==> config.mk <==
export PLATFORM = sky130hd
export DESIGN_NAME = aud_path_top
export DESIGN_NICKNAME = d
export VERILOG_FILES = /design/src/aud_pkg.sv /design/src/aud_frame_fifo.sv /design/src/aud_chan_mix.sv /design/src/aud_dac_shifter.sv /design/src/aud_path_top.sv
export SDC_FILE = /design/constraint.sdc
export NUM_CORES = 1
export LEC_CHECK = 0
export BUFFER_PORTS_ARGS = -buffer_cell sky130_fd_sc_hd__buf_4
export CAP_MARGIN = 15
export CORE_ASPECT_RATIO = 1.25
export CORE_UTILIZATION = 45
export DETAILED_ROUTE_END_ITERATION = 6
export GPL_TIMING_DRIVEN = 0
export PLACE_DENSITY_LB_ADDON = 0.08
export SLEW_MARGIN = 20
export SYNTH_ARGS = -nofsm -noshare
export SYNTH_HDL_FRONTEND = slang
export SYNTH_HIERARCHICAL = 1
export SYNTH_SLANG_ARGS = --single-unit
==> constraint.sdc <==
create_clock -name clk_28 -period 9.3 [get_ports clk_28]
set_input_delay 0.465 -clock clk_28 [delete_from_list [all_inputs] [get_ports clk_28]]
set_output_delay 0.465 -clock clk_28 [all_outputs]
set_load 0.05 [all_outputs]
==> src/aud_pkg.sv <==
// Shared widths, sample and frame types, and serializer constants for the
// audio output path. Modules import it with a wildcard inside their body.

package aud_pkg;

  ////////////////////
  // Samples
  ////////////////////

  localparam int SAMPLE_W = 15;                      // Signed DAC sample width

  typedef logic signed [SAMPLE_W-1:0] sample_t;      // One channel sample

  typedef struct packed {
    sample_t left;                                   // Left channel, upper bits
    sample_t right;                                  // Right channel
  } aud_frame_t;

  ////////////////////
  // Frame buffer
  ////////////////////

  localparam int FIFO_DEPTH = 4;                     // Frames held, also start credits
  localparam int PTR_W      = $clog2(FIFO_DEPTH);    // Index width
  localparam int CNT_W      = $clog2(FIFO_DEPTH + 1); // Holds 0..FIFO_DEPTH

  typedef logic [PTR_W-1:0] fifo_ptr_t;              // Read / write index
  typedef logic [CNT_W-1:0] fifo_cnt_t;              // Occupancy

  ////////////////////
  // Serializer
  ////////////////////

  localparam int BCLK_HALF = 2;                      // clk_28 cycles per bclk half
  localparam int HCNT_W    = (BCLK_HALF > 1) ? $clog2(BCLK_HALF) : 1;
  localparam int SLOT_BITS = 16;                     // bclk periods per channel slot
  localparam int PAD_BITS  = SLOT_BITS - SAMPLE_W;   // Zero bits after the LSB
  localparam int BIT_W     = $clog2(SLOT_BITS);
  localparam int SHIFT_W   = 2 * SLOT_BITS;          // Both slots of one frame

  typedef logic [HCNT_W-1:0]  half_cnt_t;            // Position in a bclk half
  typedef logic [BIT_W-1:0]   bit_cnt_t;             // Bit index inside a slot
  typedef logic [SHIFT_W-1:0] shift_reg_t;           // Left slot then right slot

  typedef enum logic {
    ST_LEFT  = 1'b0,                                 // lrck low
    ST_RIGHT = 1'b1                                  // lrck high
  } shift_state_t;

endpackage

==> src/aud_frame_fifo.sv <==
// Credit-managed frame buffer at the audio input. The source spends one credit
// per in_valid cycle and gets one back on credit_return as each frame leaves.

`timescale 1ns/1ns

module aud_frame_fifo (
  input  logic                clk_28,         // Audio pipeline clock
  input  logic                rst,            // Sync reset, active high
  input  logic                in_valid,       // One frame, one credit
  input  aud_pkg::aud_frame_t in_frame,       // Frame from chipset side
  output logic                fifo_valid,     // Buffer not empty
  output aud_pkg::aud_frame_t fifo_frame,     // Oldest frame
  input  logic                fifo_ready,     // Mix stage can take it
  output logic                credit_return   // One pulse per frame out
);

  import aud_pkg::*;

  aud_frame_t mem [FIFO_DEPTH];               // Frame storage
  fifo_ptr_t  wr_ptr;                         // Next free entry
  fifo_ptr_t  rd_ptr;                         // Oldest entry
  fifo_cnt_t  cnt;                            // Frames held
  logic       push;
  logic       pop;

  // Circular increment, also correct for depths that are not a power of two
  function automatic fifo_ptr_t ptr_inc(input fifo_ptr_t ptr);
    fifo_ptr_t nxt;
    if (ptr == fifo_ptr_t'(FIFO_DEPTH - 1)) begin
      nxt = '0;
    end else begin
      nxt = ptr + 1'b1;
    end
    return nxt;
  endfunction

  ////////////////////
  // Handshake
  ////////////////////

  assign push          = in_valid;                   // Credits keep a slot free
  assign fifo_valid    = (cnt != '0);                // Visible the cycle after a write
  assign pop           = fifo_valid & fifo_ready;    // Frame moves to mix stage
  assign fifo_frame    = mem[rd_ptr];                // Head of buffer
  assign credit_return = pop;                        // Same cycle as transfer out

  ////////////////////
  // Storage
  ////////////////////

  always_ff @(posedge clk_28) begin
    if (push) begin
      mem[wr_ptr] <= in_frame;                       // No full check needed
    end
  end

  ////////////////////
  // Pointers, count
  ////////////////////

  always_ff @(posedge clk_28) begin
    if (rst) begin
      wr_ptr <= '0;
      rd_ptr <= '0;
    end else begin
      if (push) begin
        wr_ptr <= ptr_inc(wr_ptr);
      end
      if (pop) begin
        rd_ptr <= ptr_inc(rd_ptr);
      end
    end
  end

  always_ff @(posedge clk_28) begin
    if (rst) begin
      cnt <= '0;                                     // Empty after reset
    end else begin
      case ({push, pop})
        2'b10:   cnt <= cnt + 1'b1;                  // Write only
        2'b01:   cnt <= cnt - 1'b1;                  // Read only
        default: cnt <= cnt;                         // Both or neither
      endcase
    end
  end

endmodule

==> src/aud_chan_mix.sv <==
// Channel stage between the frame buffer and the serializer. Applies the
// board switches for channel exchange and centered mix, one frame register.

`timescale 1ns/1ns

module aud_chan_mix (
  input  logic                clk_28,         // Audio pipeline clock
  input  logic                rst,            // Sync reset, active high
  input  logic                exchan,         // Async switch, swap L/R
  input  logic                mix,            // Async switch, centered mix
  input  logic                fifo_valid,     // Frame offered by buffer
  input  aud_pkg::aud_frame_t fifo_frame,
  output logic                fifo_ready,     // Register free this cycle
  output logic                mix_valid,      // Output register full
  output aud_pkg::aud_frame_t mix_frame,      // Processed frame
  input  logic                mix_ready       // Shifter takes it
);

  import aud_pkg::*;

  logic [1:0] sw_meta;                        // {exchan, mix}, first flop
  logic [1:0] sw_sync;                        // Second flop, safe to use
  logic       exchan_s;
  logic       mix_s;
  logic       take;                           // Frame accepted this cycle
  aud_frame_t swapped;                        // After optional exchange
  aud_frame_t mixed;                          // After optional mix

  // Own/2 + own/4 + other/4, weights sum to one so 15 bits always hold it
  function automatic sample_t center(input sample_t own, input sample_t other);
    return (own >>> 1) + (own >>> 2) + (other >>> 2);
  endfunction

  ////////////////////
  // Switch sync
  ////////////////////

  always_ff @(posedge clk_28) begin
    if (rst) begin
      sw_meta <= '0;
      sw_sync <= '0;
    end else begin
      sw_meta <= {exchan, mix};                      // May go metastable
      sw_sync <= sw_meta;
    end
  end

  assign exchan_s = sw_sync[1];
  assign mix_s    = sw_sync[0];

  ////////////////////
  // Channel math
  ////////////////////

  assign swapped = exchan_s ? {fifo_frame.right, fifo_frame.left} : fifo_frame;

  always_comb begin
    mixed = swapped;                                 // Straight through by default
    if (mix_s) begin
      mixed.left  = center(swapped.left, swapped.right);
      mixed.right = center(swapped.right, swapped.left);
    end
  end

  ////////////////////
  // Output register
  ////////////////////

  assign fifo_ready = ~mix_valid | mix_ready;        // Empty or emptied now
  assign take       = fifo_valid & fifo_ready;

  always_ff @(posedge clk_28) begin
    if (rst) begin
      mix_valid <= 1'b0;
    end else if (take) begin
      mix_valid <= 1'b1;                             // Refill, maybe same cycle as drain
    end else if (mix_ready) begin
      mix_valid <= 1'b0;                             // Drained, nothing behind
    end
  end

  always_ff @(posedge clk_28) begin
    if (take) begin
      mix_frame <= mixed;
    end
  end

endmodule

==> src/aud_dac_shifter.sv <==
// Serial DAC interface toward the codec. Generates the bit clock and the
// left/right clock and shifts frames out left-justified, one per 128 cycles.

`timescale 1ns/1ns

module aud_dac_shifter (
  input  logic                clk_28,         // Audio pipeline clock
  input  logic                rst,            // Sync reset, active high
  input  logic                mix_valid,      // Frame ready at mix stage
  input  aud_pkg::aud_frame_t mix_frame,
  output logic                mix_ready,      // Left slot start strobe
  output logic                aud_bclk,       // Codec bit clock
  output logic                aud_daclrck,    // Low = left, high = right
  output logic                aud_dacdat      // Serial data, MSB first
);

  import aud_pkg::*;

  half_cnt_t    half_cnt;                     // Cycles into bclk half
  logic         half_end;                     // bclk toggles after this cycle
  logic         bclk_fall;                    // bclk goes low after this cycle
  logic         slot_end;                     // Last bit of a slot done
  bit_cnt_t     bit_cnt;                      // Bit inside current slot
  shift_state_t state;                        // Current slot
  shift_reg_t   shreg;                        // Left slot then right slot
  aud_frame_t   load_frame;                   // Frame or zeros on underrun

  ////////////////////
  // Bit clock
  ////////////////////

  assign half_end = (half_cnt == half_cnt_t'(BCLK_HALF - 1));

  always_ff @(posedge clk_28) begin
    if (rst) begin
      half_cnt <= '0;
      aud_bclk <= 1'b0;                              // Low after reset
    end else if (half_end) begin
      half_cnt <= '0;
      aud_bclk <= ~aud_bclk;
    end else begin
      half_cnt <= half_cnt + 1'b1;
    end
  end

  // data moves only on the falling edge, so it is stable at every rise
  assign bclk_fall = half_end & aud_bclk;
  assign slot_end  = bclk_fall & (bit_cnt == bit_cnt_t'(SLOT_BITS - 1));

  ////////////////////
  // Slot FSM
  ////////////////////

  always_ff @(posedge clk_28) begin
    if (rst) begin
      state   <= ST_LEFT;                            // Left slot starts at once
      bit_cnt <= '0;
    end else if (bclk_fall) begin
      if (slot_end) begin
        bit_cnt <= '0;
        state   <= (state == ST_LEFT) ? ST_RIGHT : ST_LEFT;
      end else begin
        bit_cnt <= bit_cnt + 1'b1;
      end
    end
  end

  assign aud_daclrck = (state == ST_RIGHT);

  // One cycle per frame, at the fall that opens the next left slot
  assign mix_ready  = slot_end & (state == ST_RIGHT);
  assign load_frame = mix_valid ? mix_frame : '0;    // Underrun sends silence

  ////////////////////
  // Shift register
  ////////////////////

  always_ff @(posedge clk_28) begin
    if (rst) begin
      shreg <= '0;                                   // First slot is silent
    end else if (mix_ready) begin
      shreg <= {load_frame.left,  {PAD_BITS{1'b0}},
                load_frame.right, {PAD_BITS{1'b0}}};
    end else if (bclk_fall) begin
      shreg <= {shreg[SHIFT_W-2:0], 1'b0};           // Next bit to the MSB
    end
  end

  assign aud_dacdat = shreg[SHIFT_W-1];

endmodule

==> src/aud_path_top.sv <==
// Top of the audio output path. Chains the credit buffer, the channel
// stage and the serial DAC shifter, all on clk_28.

`timescale 1ns/1ns

module aud_path_top (
  input  logic                clk_28,         // Audio pipeline clock
  input  logic                rst,            // Sync reset, active high
  // chipset side
  input  logic                in_valid,       // Frame strobe, costs a credit
  input  aud_pkg::aud_frame_t in_frame,       // Stereo sample pair
  output logic                credit_return,  // One credit back
  // board switches
  input  logic                exchan,         // Swap left / right
  input  logic                mix,            // Centered mix
  // codec
  output logic                aud_bclk,       // Bit clock
  output logic                aud_daclrck,    // Left/right clock
  output logic                aud_dacdat      // Serial data
);

  import aud_pkg::*;

  logic       fifo_valid;                     // Buffer to mix stage
  logic       fifo_ready;
  aud_frame_t fifo_frame;
  logic       mix_valid;                      // Mix stage to shifter
  logic       mix_ready;
  aud_frame_t mix_frame;

  ////////////////////
  // Pipeline
  ////////////////////

  aud_frame_fifo u_fifo (
    .clk_28        (clk_28        ),
    .rst           (rst           ),
    .in_valid      (in_valid      ),
    .in_frame      (in_frame      ),
    .fifo_valid    (fifo_valid    ),
    .fifo_frame    (fifo_frame    ),
    .fifo_ready    (fifo_ready    ),
    .credit_return (credit_return )   // Straight to the source
  );

  aud_chan_mix u_mix (
    .clk_28        (clk_28        ),
    .rst           (rst           ),
    .exchan        (exchan        ),  // Synchronized inside
    .mix           (mix           ),  // Synchronized inside
    .fifo_valid    (fifo_valid    ),
    .fifo_frame    (fifo_frame    ),
    .fifo_ready    (fifo_ready    ),
    .mix_valid     (mix_valid     ),
    .mix_frame     (mix_frame     ),
    .mix_ready     (mix_ready     )
  );

  aud_dac_shifter u_shift (
    .clk_28        (clk_28        ),
    .rst           (rst           ),
    .mix_valid     (mix_valid     ),
    .mix_frame     (mix_frame     ),
    .mix_ready     (mix_ready     ),  // Once per 128 cycles
    .aud_bclk      (aud_bclk      ),
    .aud_daclrck   (aud_daclrck   ),
    .aud_dacdat    (aud_dacdat    )
  );

endmodule

==> key figures <==
Clock tree
  • Clock buffer depth: 3
  • Insertion delay to the later sink of the worst-skew pair: 0.51 ns
  • Num CTS Buffers: 22
  • H-tree levels: 1
  • CTS tree: yes
  • Cts hold-fix bufs: 0
  • Post-cts resize count: 0
  • Clock Sinks: 202
  • CTS clk-pin slew, worst paths: 0.06 ns
  • Setup bufs post-CTS: 0
  • Clock Root Buffer: clkbuf_16

Min path
  • Hold Path Depth: 1
  • Hold crit path type: primary input to flop
  • Hold EP: u_fifo/mem[1][26]
  • HP Start: in_frame[26]

Synth
  • Netlist cell types: 60
  • Register area share after synthesis: 0.534
  • Post-synth net total: 868
  • Post-synthesis cell count: 771
  • FF+latch count, synth: 202
  • Leading register cell type out of synthesis: edfxtp_1
  • Number of synthesized flops with an enable pin: 150
  • Async SR Flop Fraction: 0
  • Syn avg cell area: 13.5 µm²
  • Synth Cell Area: 10,400 µm²
  • Synth warn: 6

Setup path
  • Crit path max fanout: 10
  • Worst reg2reg path depth: 12
  • Crit Path Category: flop to flop
  • Slowest stage delay, CP: 0.52 ns
  • Critical Path AT: 4.36 ns
  • Worst Setup Start Kind: flop
  • RR Endpoint: u_mix/mix_frame[28]
  • Worst path top cell family by delay: adder cells
  • R2r setup slk: 5.16 ns
  • Slowest-stage cell, CP: clkbuf_1
  • Critical-path cell list: clkbuf_1, clkbuf_1, mux2_2, fa_1, ha_1, fa_1, a21oi_1, nand4b_1, a21boi_0, a31o_2, xnor2_1, a21oi_1
  • CP Capture Type: flop
  • Worst Path Buf+Inv: 2
  • Worst Setup SP: u_mix/sw_sync[1]
  • Worst r2r src: u_mix/sw_sync[1]
  • Worst Path Required: 9.52 ns

Die
  • Num ports: 39
  • Initial core utilization: 0.463
  • Site row count: 61
  • Chip width: 138 µm
  • Core Region: 22,400 µm²
  • Die area: 23,700 µm²
  • Die H: 172 µm

Cells and area
  • Syn-to-layout area delta: 14.5%
  • Layout cells sized above 1: 0.261
  • Commonest non-fill, non-tap cells in the layout: edfxtp_1 (150), nand2_1 (61), a21oi_1 (52), dfxtp_1 (52), o211ai_2 (49)
  • Ant. Diodes: 0
  • Nets: 935
  • Most common library cell in the layout ignoring fill and taps: edfxtp_1
  • Fill count: 1,904

Detailed routing
  • Per-cell routed wire length: 18.4 µm
  • Via Count: 6,405
  • Vias per cell: 5.63
  • WL final: 20,900 µm
  • ANT nets after route: 0
  • DRC Markers: 0
  • Initial drt markers: 244
  • Drt first pass iters: 4

Pwr
  • P per Cell Area: 367 nW/µm²
  • Max VDD drop: 0.000208 V
  • Leakage power: 4.41 nW

Timing
  • Max Clk Rate: 0.241 GHz
  • Final Max Slew Viols: 0
  • Final min period: 4.14 ns
  • Max Clock Skew: 0.0161 ns
  • Setup violators final: 0
  • Fin crit share: 0.446
  • Setup TNS: 0 ns
  • Worst-margin pin slew: 0.629 ns
  • RSZ-0062 raised after global routing: false
  • Final hold vios: 0
  • Slew headroom: 0.581
  • Post-route setup slack: 5.16 ns

Placement
  • Post-DP HPWL: 16,100 µm
  • Gpl congestion: 0.865
  • Port Buf Inserts: 38
  • Post-Place Setup Slack: 5.17 ns

Global route
  • First-pass GRT wire length: 33,900 µm
  • Gr usage total: 0.187
  • Grt met1 use: 0.210
  • Number of global-route vias before repair: 6,684
  • Largest net degree at the start of global routing: 21
  • Initial antenna violation count: 0
  • Grt ovf: 0
  • Met2 Resource Use GR: 0.356
  • GR peak layer: met2
  • Met3 usage: 0.0276

Job
  • Max cap viols: 0

Outcome
  • Status: complete, no violations
[how the worst max path moves through the flow]
stage                          end  slack [ns]  cells past startpoint
2_1_floorplan  u_mix/mix_frame[29]        5.64                     11
3_5_place_dp   u_mix/mix_frame[28]        5.17                     12
3_3_place_gp   u_mix/mix_frame[13]        5.22                     13
5_1_grt        u_mix/mix_frame[13]        4.86                     13
4_1_cts        u_mix/mix_frame[28]        5.16                     12
6_report       u_mix/mix_frame[28]        5.16                     12
[metrics by stage]
step | hold slack, ns | std cells | area, µm² | util | total power (W)
3_5_place_dp | 0.432 | 1097 | 11200 | 0.497 | 0.00350
3_3_place_gp | 0.427 | 1092 | 11000 | 0.492 | 0.00342
4_1_cts | 0.143 | 1137 | 11900 | 0.530 | 0.00440
6_report | 0.162 | 1137 | 11900 | 0.530 | 0.00437
5_1_grt | 0.143 | 1137 | 11900 | 0.530 | 0.00473
2_1_floorplan | 0.414 | 771 | 10400 | - | 0.00300
[logic make-up after synthesis]
group / Yosys count / synth area share
AOI/OAI and AO/OA: 159 / 0.127
DFF: 202 / 0.534
xor gates and xnor gates: 20 / 0.0169
and+or+nand+nor: 192 / 0.0889
muxes: 66 / 0.103
adders and majority gates: 62 / 0.0956
buffers and inverters: 70 / 0.0349
[Yosys cell counts (3+ instances only)]
cell type / count / share of area
dfxtp_1: 52 / 0.10
or3_1: 6 / 0.0036
ha_1: 33 / 0.040
mux2i_1: 10 / 0.0096
a21oi_1: 52 / 0.025
buf_2: 20 / 0.0096
xor2_1: 11 / 0.0093
nor2b_1: 8 / 0.0048
nand3_1: 35 / 0.017
nor2_1: 43 / 0.016
o22ai_1: 3 / 0.0018
xnor2_1: 9 / 0.0076
and2_1: 8 / 0.0048
mux2_2: 26 / 0.028
edfxtp_1: 150 / 0.43
buf_6: 10 / 0.011
nand3b_1: 4 / 0.0029
o211ai_1: 10 / 0.0072
clkbuf_1: 13 / 0.0047
nand4_1: 5 / 0.0030
nor3_1: 6 / 0.0029
a21boi_0: 3 / 0.0022
inv_1: 24 / 0.0087
a21o_1: 8 / 0.0058
nand2_1: 61 / 0.022
o211ai_2: 49 / 0.059
mux4_2: 30 / 0.065
a211oi_1: 3 / 0.0022
o21ai_0: 12 / 0.0058
fa_1: 29 / 0.056
[metal layers]
layer | share of wire | routed length, µm
met1 | 0.39 | 8110
met2 | 0.55 | 11500
met3 | 0.037 | 763
met4 | 0.024 | 497
met5 | 0 | 0
[registers in the layout, summed over array words and instances, names as in the netlist, 2 cells and up, named ones only]
register	flops
u_mix/sw_sync	2
u_mix/sw_meta	2
u_mix/mix_frame	30
u_shift/bit_cnt	4
u_fifo/cnt	3
u_shift/shreg	31
u_fifo/wr_ptr	2
u_fifo/rd_ptr	2
u_fifo/mem	120
[report_power, final]
part	switching (W)	total (W)	internal [W]
registers	0.0000463	0.00118	0.00113
clock network	0.000343	0.000881	0.000538
logic	0.00133	0.00231	0.000976
[worst reg2reg max path: stages (launching register included)]
cell and delay (ns):
dfxtp_1 0.30, clkbuf_1 0.29, clkbuf_1 0.52, mux2_2 0.48, fa_1 0.49, ha_1 0.23, fa_1 0.40, a21oi_1 0.23
nand4b_1 0.16, a21boi_0 0.20, a31o_2 0.31, xnor2_1 0.15, a21oi_1 0.09
[area by class of cell]
| cell class | instances | area [µm²] | area share |
|---|---|---|---|
| sequential | 202 | 5550 | 0.466 |
| multi-input combinational | 499 | 4490 | 0.377 |
| clock buffer | 28 | 594 | 0.0499 |
| timing repair buffer | 43 | 410 | 0.0345 |
| tap | 283 | 354 | 0.0298 |
| buffer | 45 | 269 | 0.0226 |
| clock inverter | 12 | 145 | 0.0122 |
| inverter | 25 | 93.8 | 0.00789 |
Power figures use the tool's default switching activity.
